--- config.mk ---
export PLATFORM = sky130hd
export DESIGN_NAME = ctu_clsp_top
export DESIGN_NICKNAME = d
export VERILOG_FILES = /design/src/rtl/ctu_seq_pkg.sv /design/src/rtl/ctu_csr_pkg.sv /design/src/rtl/ctu_por_filter.sv /design/src/rtl/ctu_pll_seq.sv /design/src/rtl/ctu_csr_wb.sv /design/src/rtl/ctu_clsp_top.sv
export SDC_FILE = /design/constraint.sdc
export NUM_CORES = 1
export LEC_CHECK = 0
export ABC_AREA = 1
export BUFFER_PORTS_ARGS = -buffer_cell sky130_fd_sc_hd__buf_2
export CAP_MARGIN = 20
export CORE_MARGIN = 3
export CORE_UTILIZATION = 55
export CTS_BUF_LIST = sky130_fd_sc_hd__clkbuf_4 sky130_fd_sc_hd__clkbuf_8
export DETAILED_ROUTE_END_ITERATION = 10
export GPL_TIMING_DRIVEN = 0
export MAX_ROUTING_LAYER = met4
export PLACE_DENSITY = 0.84
export SLEW_MARGIN = 20
export SYNTH_ARGS = -nofsm -noshare
export SYNTH_HDL_FRONTEND = slang
export SYNTH_SLANG_ARGS = --single-unit
export TNS_END_PERCENT = 50
--- constraint.sdc ---
create_clock -name pll_raw_clk_out -period 2.6 [get_ports pll_raw_clk_out]
set_input_delay 0.26 -clock pll_raw_clk_out [delete_from_list [all_inputs] [get_ports pll_raw_clk_out]]
set_output_delay 0.26 -clock pll_raw_clk_out [all_outputs]
set_load 0.01 [all_outputs]
--- src/rtl/ctu_seq_pkg.sv ---
// --------------------------------------------------------------------
// state encoding and cycle counts of the pll reset/lock sequencer
// all counts are scaled down for simulation and bear no relation
// to real pll lock times
// --------------------------------------------------------------------
package ctu_seq_pkg;

  // one-hot sequencer state as reported in STAT[4:0]
  typedef enum logic [4:0] {
    WAIT_POR = 5'b00001,
    RST_PLL  = 5'b00010,
    WAIT_LCK = 5'b00100,
    PLL_LCK  = 5'b01000,
    FREQ_CHG = 5'b10000
  } ctu_state_t;

  // counter widths
  localparam int LCK_CNT_W = 8;
  localparam int RST_CNT_W = 5;
  localparam int FC_CNT_W  = 2;
  localparam int POR_CNT_W = 3;

  // pll reset hold time
  localparam logic [RST_CNT_W-1:0] RST_PLL_CNT = 5'd16;

  // lock waits per entry path into WAIT_LCK
  localparam logic [LCK_CNT_W-1:0] PLL_LCK_CNT = 8'd200;
  localparam logic [LCK_CNT_W-1:0] BYP_LCK_CNT = 8'd8;
  localparam logic [LCK_CNT_W-1:0] WRM_LCK_CNT = 8'd60;
  localparam logic [LCK_CNT_W-1:0] TST_LCK_CNT = 8'd24;

  // frequency change command to pll reset
  localparam logic [FC_CNT_W-1:0] FC_DLY_CNT = 2'd3;

  // minimum high time of the synchronized power-on pin
  localparam logic [POR_CNT_W-1:0] POR_FILT_CNT = 3'd4;

endpackage

--- src/rtl/ctu_csr_pkg.sv ---
// --------------------------------------------------------------------
// register map of the clock control slave
// word addresses only, byte lanes are not decoded
// --------------------------------------------------------------------
package ctu_csr_pkg;

  // register addresses
  localparam logic [3:0] CTRL_ADR = 4'h0;
  localparam logic [3:0] STAT_ADR = 4'h4;
  localparam logic [3:0] DIV_ADR  = 4'h8;

  // command bits of a CTRL write
  localparam int CMD_WRM_BIT = 0;
  localparam int CMD_TST_BIT = 1;
  localparam int CMD_FC_BIT  = 2;

  // new divider field of a CTRL write
  localparam int DIV_LSB = 8;
  localparam int DIV_W   = 6;

  // divider value out of reset
  localparam logic [DIV_W-1:0] DIV_RST = 6'd1;

  // STAT layout
  localparam int STAT_ST_MSB  = 4;
  localparam int STAT_LCK_BIT = 5;
  localparam int STAT_ERR_BIT = 6;

endpackage

--- src/rtl/ctu_por_filter.sv ---
// --------------------------------------------------------------------
// power-on and bypass select pin conditioning
// both pins are asynchronous and get two flops each
// one por_pulse per clean low-to-high power-on sequence
// --------------------------------------------------------------------
`timescale 1ns/1ps

module ctu_por_filter (
  input  logic pll_raw_clk_out,
  input  logic rst,
  input  logic pwron_rst_l,
  input  logic bypclksel,
  output logic por_pulse,
  output logic byp_sel
);

  logic                              pwr_s1;
  logic                              pwr_s2;
  logic                              byp_s1;
  logic [ctu_seq_pkg::POR_CNT_W-1:0] hi_cnt;
  // set once the pin has been seen low
  logic                              armed;

  // synchronizers
  always_ff @(posedge pll_raw_clk_out)
  begin
    if (rst)
    begin
      pwr_s1  <= 1'b0;
      pwr_s2  <= 1'b0;
      byp_s1  <= 1'b0;
      byp_sel <= 1'b0;
    end
    else
    begin
      pwr_s1  <= pwron_rst_l;
      pwr_s2  <= pwr_s1;
      byp_s1  <= bypclksel;
      byp_sel <= byp_s1;
    end
  end

  // glitch filter, any low restarts the high-time count
  always_ff @(posedge pll_raw_clk_out)
  begin
    if (rst)
    begin
      hi_cnt    <= '0;
      armed     <= 1'b0;
      por_pulse <= 1'b0;
    end
    else
    begin
      por_pulse <= 1'b0;
      if (!pwr_s2)
      begin
        hi_cnt <= '0;
        armed  <= 1'b1;
      end
      else if (armed)
      begin
        if (hi_cnt == ctu_seq_pkg::POR_FILT_CNT - 1'b1)
        begin
          por_pulse <= 1'b1;
          armed     <= 1'b0;
        end
        else
          hi_cnt <= hi_cnt + 1'b1;
      end
    end
  end

endmodule

--- src/rtl/ctu_pll_seq.sv ---
// --------------------------------------------------------------------
// pll reset and lock sequencer on the reference clock
// commands are one-cycle pulses and only valid in PLL_LCK
// locked comes from the state alone as no lock detector exists
// --------------------------------------------------------------------
`timescale 1ns/1ps

module ctu_pll_seq (
  input  logic                    pll_raw_clk_out,
  input  logic                    rst,
  input  logic                    por_pulse,
  input  logic                    byp_sel,
  input  logic                    cmd_wrm,
  input  logic                    cmd_tst,
  input  logic                    cmd_fc,
  input  logic                    testmode_l,
  output ctu_seq_pkg::ctu_state_t state,
  output logic                    locked,
  output logic                    div_load,
  output logic                    pll_reset_l,
  output logic                    pll_reset_dly_l
);

  ctu_seq_pkg::ctu_state_t           state_nxt;
  logic [ctu_seq_pkg::RST_CNT_W-1:0] rst_cnt;
  logic                              rst_done;
  logic [ctu_seq_pkg::LCK_CNT_W-1:0] lck_cnt;
  logic [ctu_seq_pkg::LCK_CNT_W-1:0] lck_init;
  logic                              lck_load;
  logic                              lck_done;
  logic [ctu_seq_pkg::FC_CNT_W-1:0]  fc_cnt;
  logic                              fc_done;
  // pll reset was started by a frequency change
  logic                              fc_seq;
  logic                              rst_dly1_l;
  logic                              rst_dly2_l;

  // --------------------------------------------------------------------
  // counters
  // --------------------------------------------------------------------

  // pll reset hold, up-counter cleared outside RST_PLL
  always_ff @(posedge pll_raw_clk_out)
  begin
    if (rst || state != ctu_seq_pkg::RST_PLL)
      rst_cnt <= '0;
    else
      rst_cnt <= rst_cnt + 1'b1;
  end

  assign rst_done = (rst_cnt == ctu_seq_pkg::RST_PLL_CNT - 1'b1);

  // lock wait count picked on entry to WAIT_LCK
  always_comb
  begin
    lck_init = ctu_seq_pkg::PLL_LCK_CNT;
    if (state == ctu_seq_pkg::PLL_LCK)
      lck_init = cmd_wrm ? ctu_seq_pkg::WRM_LCK_CNT : ctu_seq_pkg::TST_LCK_CNT;
    else if (!fc_seq && byp_sel)
      lck_init = ctu_seq_pkg::BYP_LCK_CNT;
  end

  assign lck_load = (state_nxt == ctu_seq_pkg::WAIT_LCK) && (state != ctu_seq_pkg::WAIT_LCK);

  // lock wait down-counter, last cycle at one
  always_ff @(posedge pll_raw_clk_out)
  begin
    if (rst)
      lck_cnt <= '0;
    else if (lck_load)
      lck_cnt <= lck_init;
    else if (state == ctu_seq_pkg::WAIT_LCK)
      lck_cnt <= lck_cnt - 1'b1;
  end

  assign lck_done = ~(|lck_cnt[ctu_seq_pkg::LCK_CNT_W-1:1]) & lck_cnt[0];

  // frequency change delay
  always_ff @(posedge pll_raw_clk_out)
  begin
    if (rst || state != ctu_seq_pkg::FREQ_CHG)
      fc_cnt <= '0;
    else
      fc_cnt <= fc_cnt + 1'b1;
  end

  assign fc_done = (fc_cnt == ctu_seq_pkg::FC_DLY_CNT - 1'b1);

  always_ff @(posedge pll_raw_clk_out)
  begin
    if (rst)
      fc_seq <= 1'b0;
    else if (state_nxt == ctu_seq_pkg::FREQ_CHG)
      fc_seq <= 1'b1;
    else if (lck_load)
      fc_seq <= 1'b0;
  end

  // --------------------------------------------------------------------
  // state machine
  // --------------------------------------------------------------------

  always_comb
  begin
    state_nxt = state;
    unique case (state)
      ctu_seq_pkg::WAIT_POR:
        if (por_pulse)
          state_nxt = ctu_seq_pkg::RST_PLL;
      ctu_seq_pkg::RST_PLL:
        if (rst_done)
          state_nxt = ctu_seq_pkg::WAIT_LCK;
      ctu_seq_pkg::WAIT_LCK:
        if (lck_done)
          state_nxt = ctu_seq_pkg::PLL_LCK;
      ctu_seq_pkg::PLL_LCK:
        // fc wins over warm and test
        if (cmd_fc)
          state_nxt = ctu_seq_pkg::FREQ_CHG;
        else if (cmd_wrm || cmd_tst)
          state_nxt = ctu_seq_pkg::WAIT_LCK;
      ctu_seq_pkg::FREQ_CHG:
        if (fc_done)
          state_nxt = ctu_seq_pkg::RST_PLL;
      default:
        state_nxt = ctu_seq_pkg::WAIT_POR;
    endcase
  end

  // outputs registered from the next state so they line up with state
  always_ff @(posedge pll_raw_clk_out)
  begin
    if (rst)
    begin
      state       <= ctu_seq_pkg::WAIT_POR;
      locked      <= 1'b0;
      div_load    <= 1'b0;
      pll_reset_l <= 1'b1;
      rst_dly1_l  <= 1'b1;
      rst_dly2_l  <= 1'b1;
    end
    else
    begin
      state       <= state_nxt;
      locked      <= (state_nxt == ctu_seq_pkg::PLL_LCK);
      div_load    <= (state == ctu_seq_pkg::PLL_LCK) && (state_nxt == ctu_seq_pkg::FREQ_CHG);
      pll_reset_l <= (state_nxt != ctu_seq_pkg::RST_PLL);
      rst_dly1_l  <= pll_reset_l;
      rst_dly2_l  <= rst_dly1_l;
    end
  end

  // falls with pll_reset_l, released two cycles later
  assign pll_reset_dly_l = !testmode_l || (pll_reset_l && rst_dly2_l);

  // --------------------------------------------------------------------
  // checks
  // --------------------------------------------------------------------

  a_state_onehot: assert property (@(posedge pll_raw_clk_out) disable iff (rst)
    $onehot(state))
    else $error("sequencer state not one-hot");

  // the register slave must gate commands with locked
  a_cmd_in_lck: assert property (@(posedge pll_raw_clk_out) disable iff (rst)
    (cmd_wrm || cmd_tst || cmd_fc) |-> (state == ctu_seq_pkg::PLL_LCK))
    else $error("command outside PLL_LCK");

endmodule

--- src/rtl/ctu_csr_wb.sv ---
// --------------------------------------------------------------------
// wishbone classic slave for clock control commands and status
// full 32-bit word access only, one wait cycle per transfer
// commands are dropped and flagged while the pll is not locked
// --------------------------------------------------------------------
`timescale 1ns/1ps

module ctu_csr_wb (
  input  logic                          pll_raw_clk_out,
  input  logic                          rst,
  input  logic                          wb_cyc,
  input  logic                          wb_stb,
  input  logic                          wb_we,
  input  logic [3:0]                    wb_adr,
  input  logic [31:0]                   wb_dat_w,
  output logic [31:0]                   wb_dat_r,
  output logic                          wb_ack,
  input  ctu_seq_pkg::ctu_state_t       state,
  input  logic                          locked,
  input  logic                          div_load,
  output logic                          cmd_wrm,
  output logic                          cmd_tst,
  output logic                          cmd_fc,
  output logic [ctu_csr_pkg::DIV_W-1:0] pll_div
);

  logic                          wr_ctrl;
  logic                          wr_stat;
  logic                          cmd_req;
  logic                          cmd_ok;
  logic                          err;
  logic [ctu_csr_pkg::DIV_W-1:0] div_pend;

  // single ack, dropped for a cycle between transfers
  always_ff @(posedge pll_raw_clk_out)
  begin
    if (rst)
      wb_ack <= 1'b0;
    else
      wb_ack <= wb_cyc && wb_stb && !wb_ack;
  end

  assign wr_ctrl = wb_ack && wb_we && (wb_adr == ctu_csr_pkg::CTRL_ADR);
  assign wr_stat = wb_ack && wb_we && (wb_adr == ctu_csr_pkg::STAT_ADR);

  // command decode, fc then warm then test
  assign cmd_req = wb_dat_w[ctu_csr_pkg::CMD_FC_BIT] | wb_dat_w[ctu_csr_pkg::CMD_WRM_BIT] |
                   wb_dat_w[ctu_csr_pkg::CMD_TST_BIT];
  assign cmd_ok  = wr_ctrl && locked;
  assign cmd_fc  = cmd_ok && wb_dat_w[ctu_csr_pkg::CMD_FC_BIT];
  assign cmd_wrm = cmd_ok && wb_dat_w[ctu_csr_pkg::CMD_WRM_BIT] &&
                   !wb_dat_w[ctu_csr_pkg::CMD_FC_BIT];
  assign cmd_tst = cmd_ok && wb_dat_w[ctu_csr_pkg::CMD_TST_BIT] &&
                   !wb_dat_w[ctu_csr_pkg::CMD_WRM_BIT] && !wb_dat_w[ctu_csr_pkg::CMD_FC_BIT];

  // sticky error, write one to clear
  always_ff @(posedge pll_raw_clk_out)
  begin
    if (rst)
      err <= 1'b0;
    else if (wr_ctrl && cmd_req && !locked)
      err <= 1'b1;
    else if (wr_stat && wb_dat_w[ctu_csr_pkg::STAT_ERR_BIT])
      err <= 1'b0;
  end

  // pending divider, applied when the sequencer enters FREQ_CHG
  always_ff @(posedge pll_raw_clk_out)
  begin
    if (wr_ctrl)
      div_pend <= wb_dat_w[ctu_csr_pkg::DIV_LSB +: ctu_csr_pkg::DIV_W];
  end

  always_ff @(posedge pll_raw_clk_out)
  begin
    if (rst)
      pll_div <= ctu_csr_pkg::DIV_RST;
    else if (div_load)
      pll_div <= div_pend;
  end

  // read mux
  always_comb
  begin
    wb_dat_r = '0;
    case (wb_adr)
      ctu_csr_pkg::CTRL_ADR:
        wb_dat_r[ctu_csr_pkg::DIV_LSB +: ctu_csr_pkg::DIV_W] = div_pend;
      ctu_csr_pkg::STAT_ADR:
      begin
        wb_dat_r[ctu_csr_pkg::STAT_ST_MSB:0]  = state;
        wb_dat_r[ctu_csr_pkg::STAT_LCK_BIT]   = locked;
        wb_dat_r[ctu_csr_pkg::STAT_ERR_BIT]   = err;
      end
      ctu_csr_pkg::DIV_ADR:
        wb_dat_r[ctu_csr_pkg::DIV_W-1:0] = pll_div;
      default:
        wb_dat_r = '0;
    endcase
  end

  // master must hold the request through the ack cycle
  a_ack_in_cycle: assert property (@(posedge pll_raw_clk_out) disable iff (rst)
    wb_ack |-> (wb_cyc && wb_stb))
    else $error("wb_ack without cyc and stb");

endmodule

--- src/rtl/ctu_clsp_top.sv ---
// --------------------------------------------------------------------
// clock control slice on the pll reference clock
// no pll model inside, pll_locked is the sequencer view only
// --------------------------------------------------------------------
`timescale 1ns/1ps

module ctu_clsp_top (
  input  logic                          pll_raw_clk_out,
  input  logic                          rst,
  // wishbone slave
  input  logic                          wb_cyc,
  input  logic                          wb_stb,
  input  logic                          wb_we,
  input  logic [3:0]                    wb_adr,
  input  logic [31:0]                   wb_dat_w,
  output logic [31:0]                   wb_dat_r,
  output logic                          wb_ack,
  // pins
  input  logic                          pwron_rst_l,
  input  logic                          bypclksel,
  input  logic                          testmode_l,
  // pll control
  output logic                          pll_reset_l,
  output logic                          pll_reset_dly_l,
  output logic                          pll_locked,
  output logic [ctu_csr_pkg::DIV_W-1:0] pll_div
);

  logic                    por_pulse;
  logic                    byp_sel;
  logic                    cmd_wrm;
  logic                    cmd_tst;
  logic                    cmd_fc;
  logic                    div_load;
  ctu_seq_pkg::ctu_state_t state;

  ctu_por_filter ctu_por_filter_i (
    .pll_raw_clk_out (pll_raw_clk_out),
    .rst             (rst),
    .pwron_rst_l     (pwron_rst_l),
    .bypclksel       (bypclksel),
    .por_pulse       (por_pulse),
    .byp_sel         (byp_sel)
  );

  ctu_pll_seq ctu_pll_seq_i (
    .pll_raw_clk_out (pll_raw_clk_out),
    .rst             (rst),
    .por_pulse       (por_pulse),
    .byp_sel         (byp_sel),
    .cmd_wrm         (cmd_wrm),
    .cmd_tst         (cmd_tst),
    .cmd_fc          (cmd_fc),
    .testmode_l      (testmode_l),
    .state           (state),
    .locked          (pll_locked),
    .div_load        (div_load),
    .pll_reset_l     (pll_reset_l),
    .pll_reset_dly_l (pll_reset_dly_l)
  );

  ctu_csr_wb ctu_csr_wb_i (
    .pll_raw_clk_out (pll_raw_clk_out),
    .rst             (rst),
    .wb_cyc          (wb_cyc),
    .wb_stb          (wb_stb),
    .wb_we           (wb_we),
    .wb_adr          (wb_adr),
    .wb_dat_w        (wb_dat_w),
    .wb_dat_r        (wb_dat_r),
    .wb_ack          (wb_ack),
    .state           (state),
    .locked          (pll_locked),
    .div_load        (div_load),
    .cmd_wrm         (cmd_wrm),
    .cmd_tst         (cmd_tst),
    .cmd_fc          (cmd_fc),
    .pll_div         (pll_div)
  );

endmodule

# Word-level counts from Yosys, hierarchy flattened
# Cells that the tools add are included.
[word_totals]
mem_bits_rw = 0
regBits = 49
romBits = 0
in_bits = 44
elab_cells = 109
mem_count = 0
latchBits = 0
out_inout_bits = 42
[classes]
muxes = 23
bitwise = 7
n_reduce_logical = 37
div = 0
n_eq_ne = 17
n_shift = 0
n_lt_le_gt_ge = 0
n_addsub = 4
n_mul = 0
[op_table]
columns = ["operator", "count"]
rows = [
  ["$mux W8", 4],
  ["$mux W5", 6],
  ["$pmux W5 S5", 1],
  ["$logic_and A1 B1 Y1", 19],
  ["$eq A5 B4 Y1 const B", 3],
  ["$mux W6", 2],
  ["$pmux W6 S2", 1],
  ["$eq A5 B3 Y1 const B", 2],
  ["$eq A5 B5 Y1 const B", 2],
  ["$ne A5 B2 Y1 const B", 2],
  ["$mux W1", 9],
  ["$sub A8 B1 Y8 const B", 1],
  ["$reduce_or A7 Y1", 1],
  ["$logic_not A1 Y1", 6],
  ["$reduce_bool A2 Y1", 3],
  ["$add A5 B1 Y5 const B", 1],
  ["$eq A5 B1 Y1 const B", 1],
  ["$eq A5 B2 Y1 const B", 1],
  ["$ne A5 B3 Y1 const B", 1],
  ["$ne A5 B5 Y1 const B", 1],
  ["$eq A4 B3 Y1 const B", 1],
  ["$eq A4 B4 Y1 const B", 1],
  ["$logic_not A4 Y1", 1],
  ["$logic_or A1 B1 Y1", 4],
  ["other kinds (10)", 14],
]

# Logic depth before layout (Yosys ltp)
[logic_depth]
depth_word = 14
depth_mapped = 11
mapped_depth_nobuf = 11

# Hierarchy
# From an unflattened synthesis, not the netlist that was laid out.
[unflattened]
cells_unflattened = 327
area_unflattened_um2 = 2496.1
[by_module_without_submodules]
columns = ["module", "seq_area_each_um2", "area_each_um2", "n_inst", "cells_per_inst"]
rows = [
  ["ctu_pll_seq", 520.5, 1316.3, 1, 180],
  ["ctu_csr_wb", 340.3, 844.6, 1, 105],
  ["ctu_por_filter", 180.2, 335.3, 1, 42],
]

# Worst setup path after synthesis
# OpenSTA, ideal clock, no wires.
[synth_timing]
kind = "flip-flop to flip-flop"
start = "register ctu_pll_seq_i.rst_cnt[0] (netlist name)"
end = "register ctu_pll_seq_i.lck_cnt[2] (netlist name)"
slack_ns = 1.124
stages_incl_launch_ff = 11
t_required_ns = 2.483
period_less_slack_ns = 1.476
t_arrival_ns = 1.359
n_path_buf = 0
setup_ns = 0.117
path_cell_list = "dfxtp_1 ha_1 nand2_1 nor2_1 ha_1 inv_1 nor2_1 a21oi_2 nand3_2 o21ai_0 nor2_1"
[synth_between]
elab_chain_cells = 6
word_cells_on_any_way = 7
cone_classes = "eq/ne (2); mux (3); reduce/logical (2)"
[synth_rtl]
columns = ["item", "line", "rtl"]
rows = [
  ["from (decl)", "ctu_pll_seq.sv:25", "logic [ctu_seq_pkg::RST_CNT_W-1:0] rst_cnt;"],
  ["from (signal assigned)", "ctu_pll_seq.sv:48", "rst_cnt <= rst_cnt + 1'b1;"],
  ["$eq A5 B4 Y1 (*)", "ctu_pll_seq.sv:51", "assign rst_done = (rst_cnt == ctu_seq_pkg::RST_PLL_CNT - 1'b1);"],
  ["$mux W5 (*)", "ctu_pll_seq.sv:111", "if (rst_done)"],
  ["$pmux W5 S5 (*)", "ctu_pll_seq.sv:106", "unique case (state)"],
  ["$eq A5 B3 Y1 (*)", "ctu_pll_seq.sv:63", "assign lck_load = (state_nxt == ctu_seq_pkg::WAIT_LCK) && (state != ctu_seq_pkg::WAIT_LCK);"],
  ["$logic_and A1 B1 Y1 (*)", "ctu_pll_seq.sv:63", ""],
  ["$mux W8 / $reduce_bool A2 Y1 (equally long branches)", "n/a", ""],
  ["to (signal assigned)", "ctu_pll_seq.sv:71", "lck_cnt <= lck_init;"],
  ["to (signal assigned)", "ctu_pll_seq.sv:73", "lck_cnt <= lck_cnt - 1'b1;"],
  ["to (decl)", "ctu_pll_seq.sv:27", "logic [ctu_seq_pkg::LCK_CNT_W-1:0] lck_cnt;"],
]
# Mark *: on every way between the ends. The rest lies on a longest branch, timed or not.
# A chain may end at the register's enable or synchronous reset.

# Worst setup path in the final report
# Same ends and word-level chain as after synthesis.

==> flow_summary.ini <==
[run_status]
run_status = finished, final reports clean

[yosys]
synth_edf_count = 6
synth-xor-area-share_pct = 1.87
synth_area_sq_mm = 0.00234
synth_mux_area_share_pct = 0
syn_inst = 290
synth_top_family_by_area = simple AND/OR/NAND/NOR gates
netlist_top_cells_area = dfxtp_1 37%, edfxtp_1 7.7%, inv_1 7.5%
synth_cell_types = 34
yosys_warnings = 0
synthAdderAreaFrac_pct = 3.21
syn_avg_cell_area_sq_um = 8.08
ys.flop_type = dfxtp_1
synth-seq-cells = 49
synthTopCellsByCount = 47 x inv_1, 43 x dfxtp_1, 41 x nor2_1
async_reset_ff_share_pct = 0
synth_most_common_cell = inv_1
synth.top_cell.area_share_pct = 36.8
synth-compound-area-share_pct = 11.1
synth-simple-area-share_pct = 24.0
synth_top_area_cell = dfxtp_1
seq_area_frac_synth_pct = 44.4

[timing]
setup-violations-final = 0
rsz0062_at_grt = no
period_needed_ps = 1700
period_share_pct = 65.6
clock_skew_ps = 11.8
fin_setup_tns_ps = 0
hold_viol = 0
fmax_mhz = 587
slew_violations = 0

[finish]
area_growth_syn_to_layout_pct = 18.7
drive_gt1_share_pct = 26.5
antenna_cells = 0
fin_area_sq_mm = 0.00278
fin_nets = 408

[clock_tree]
cts_tree = yes
postCtsHoldBufs = 0
clk_latency_ps = 310
ctsRootBufferMaster = clkbuf_8
cts_buffers = 5
cts_resized = 0
htree_levels = 2
numClockSinks = 49
post_cts_buffers = 0
cts_max_path_buffers = 2
clkTransAtPathRegs_ps = 90

[drt]
drtIter0Drc = 119
via_count = 1972
drc = 0
wirelength_microns = 4560
ant_nets = 0
vias_per_cell = 4.82
dr.pass1.iters = 4
avgRoutedWirePerCell_microns = 11.2

[floorplanning]
rows = 23
die_h_microns = 71.3
die_w_microns = 71.3
floorplan.initialDensity_pct = 57.7
dieArea_sq_mm = 0.00508
ios = 86
coreArea_sq_mm = 0.00406

[place]
gp_congestion = 0.848
portBuffers = 43
placed_area_sq_mm = 0.00269
dp_hpwl_microns = 3610

[worst_setup_path]
cp-start-kind = flip-flop
cpMaxStageDelayCell = dfxtp_1
worstPathRequired_ps = 2790
crit_type = reg -> reg
max_stage_delay_ps = 330
critPathArrivalTime_ps = 1900
cpMostUsedCell = nor2_1
crit_fanout = 6
crit_chain = ha_1, nand2_1, nor2_1, ha_1, inv_1, nor2_1, a21oi_2, nand3_2, o21ai_0, nor2_1
end_kind = flip-flop

[pwr]
leakage_nw = 1.34
p_per_area_mw_per_mm2 = 473
total_power_mw = 1.31
vdd_drop_max_v = 0.000404

[global_route]
grt_pass1_vias = 1769
grt_max_degree = 16
antenna_found_initial = 0
grt_overflow_total = 0
grt_pass1_wl_microns = 7670
grt.total_usage_pct = 19.6

[flow_run]
cap_violations = 0

[hold_path]
min_path_type = in -> reg
sequential cells by signal, summed over array words and instances (netlist names):
signal,count
ctu_pll_seq_i.lck_cnt,8
ctu_csr_wb_i.div_pend,6
ctu_csr_wb_i.pll_div,6
ctu_pll_seq_i.rst_cnt,5
ctu_pll_seq_i.state,5
ctu_por_filter_i.hi_cnt,3
ctu_pll_seq_i.fc_cnt,2
ctu_csr_wb_i.err,1
ctu_csr_wb_i.wb_ack,1
ctu_pll_seq_i.div_load,1
ctu_pll_seq_i.fc_seq,1
ctu_pll_seq_i.locked,1
ctu_pll_seq_i.pll_reset_l,1
ctu_pll_seq_i.rst_dly1_l,1
ctu_pll_seq_i.rst_dly2_l,1
ctu_por_filter_i.armed,1
ctu_por_filter_i.byp_s1,1
ctu_por_filter_i.byp_sel,1
ctu_por_filter_i.por_pulse,1
ctu_por_filter_i.pwr_s1,1
ctu_por_filter_i.pwr_s2,1
metrics by stage:
step	hold slack, ps	setup WS (ps)	cells	utilization, %
3_5_place_dp	406	946	401	66.2
2_1_floorplan	359	1120	308	-
3_3_place_gp	390	972	401	66.2
5_1_grt	106	749	409	68.5
6_report	121	896	409	68.5
4_1_cts	119	922	409	68.5
final cells by class:
cell class | instances | area (sq um)
multi-input combinational | 187 | 1010
tap | 50 | 62.6
fill | 338 | 1280
buffer | 23 | 173
inverter | 49 | 184
clock buffer | 7 | 83.8
sequential | 49 | 1040
timing repair buffer | 43 | 215
clock inverter | 1 | 8.76
critical path: cells and delay by family, from the launching register on:
family	cells	cell delay, ps
compound gates	2	380
fa+ha+maj	2	410
buf+inv	1	60
simple gates	5	400
flops	1	330
cell families after synthesis:
group                      count (synthesis)
other                                      1
DFF                                       49
adders and majority gates                  6
xor gates and xnor gates                   5
AOI/OAI and AO/OA                         44
buffers and inverters                     72
and+or+nand+nor                          113
layer usage:
metal / global-route usage (%) / up-vias / wire, microns
li1: - / 1027 / -
met1: 22.6 / 887 / 1960
met2: 33.0 / 53 / 2250
met3: 5.47 / 5 / 297
met4: 6.47 / 0 / 55
met5: - / - / 0
path summary, 6_finish.rpt:
check | slack, ps | start | depth (start not counted) | end
worst max-delay path | 900 | ctu_pll_seq_i.rst_cnt[0] | 10 | ctu_pll_seq_i.lck_cnt[2]
worst min register to register | 420 | ctu_por_filter_i.pwr_s1 | 2 | ctu_por_filter_i.pwr_s2
worst min-delay path | 120 | wb_dat_w[12] | 1 | ctu_csr_wb_i.div_pend[4]
worst max register to register | 900 | ctu_pll_seq_i.rst_cnt[0] | 10 | ctu_pll_seq_i.lck_cnt[2]
where the power goes:
part / leakage, nW / internal (mW) / total [mW] / switching (mW)
registers: 0.402 / 0.769 / 0.772 / 0.00216
clock network: 0.0493 / 0.213 / 0.456 / 0.243
logic: 0.893 / 0.0406 / 0.0870 / 0.0463
total: 1.34 / 1.02 / 1.31 / 0.291
placed cells by master, fill, tap and decap left out:
| cell type | instances |
|---|---|
| or2_2 | 2 |
| o21ai_0 | 13 |
| nor3_1 | 4 |
| o22ai_1 | 7 |
| nand4_4 | 1 |
| a21oi_2 | 4 |
| inv_1 | 47 |
| buf_6 | 2 |
| clkinv_4 | 1 |
| o211ai_1 | 2 |
| o221ai_1 | 2 |
| clkbuf_4 | 2 |
| buf_2 | 43 |
| inv_2 | 2 |
| nor2_8 | 1 |
| nor2_2 | 4 |
| nor2_4 | 2 |
| edfxtp_1 | 6 |
| and2_2 | 1 |
| nand4_1 | 5 |
| a31oi_1 | 1 |
| ha_1 | 6 |
| nand3_1 | 10 |
| xor2_1 | 2 |
| nor3b_1 | 2 |
| nand3_2 | 4 |
| a21oi_1 | 14 |
| nand2_2 | 2 |
| a211oi_1 | 1 |
| buf_4 | 19 |
| or2_0 | 1 |
| nor2_1 | 41 |
| nand2_1 | 33 |
| clkbuf_1 | 2 |
| clkbuf_8 | 5 |
| xnor2_1 | 3 |
| dfxtp_1 | 43 |
| conb_1 | 19 |
No activity file was read; power rests on OpenSTA's default activity.
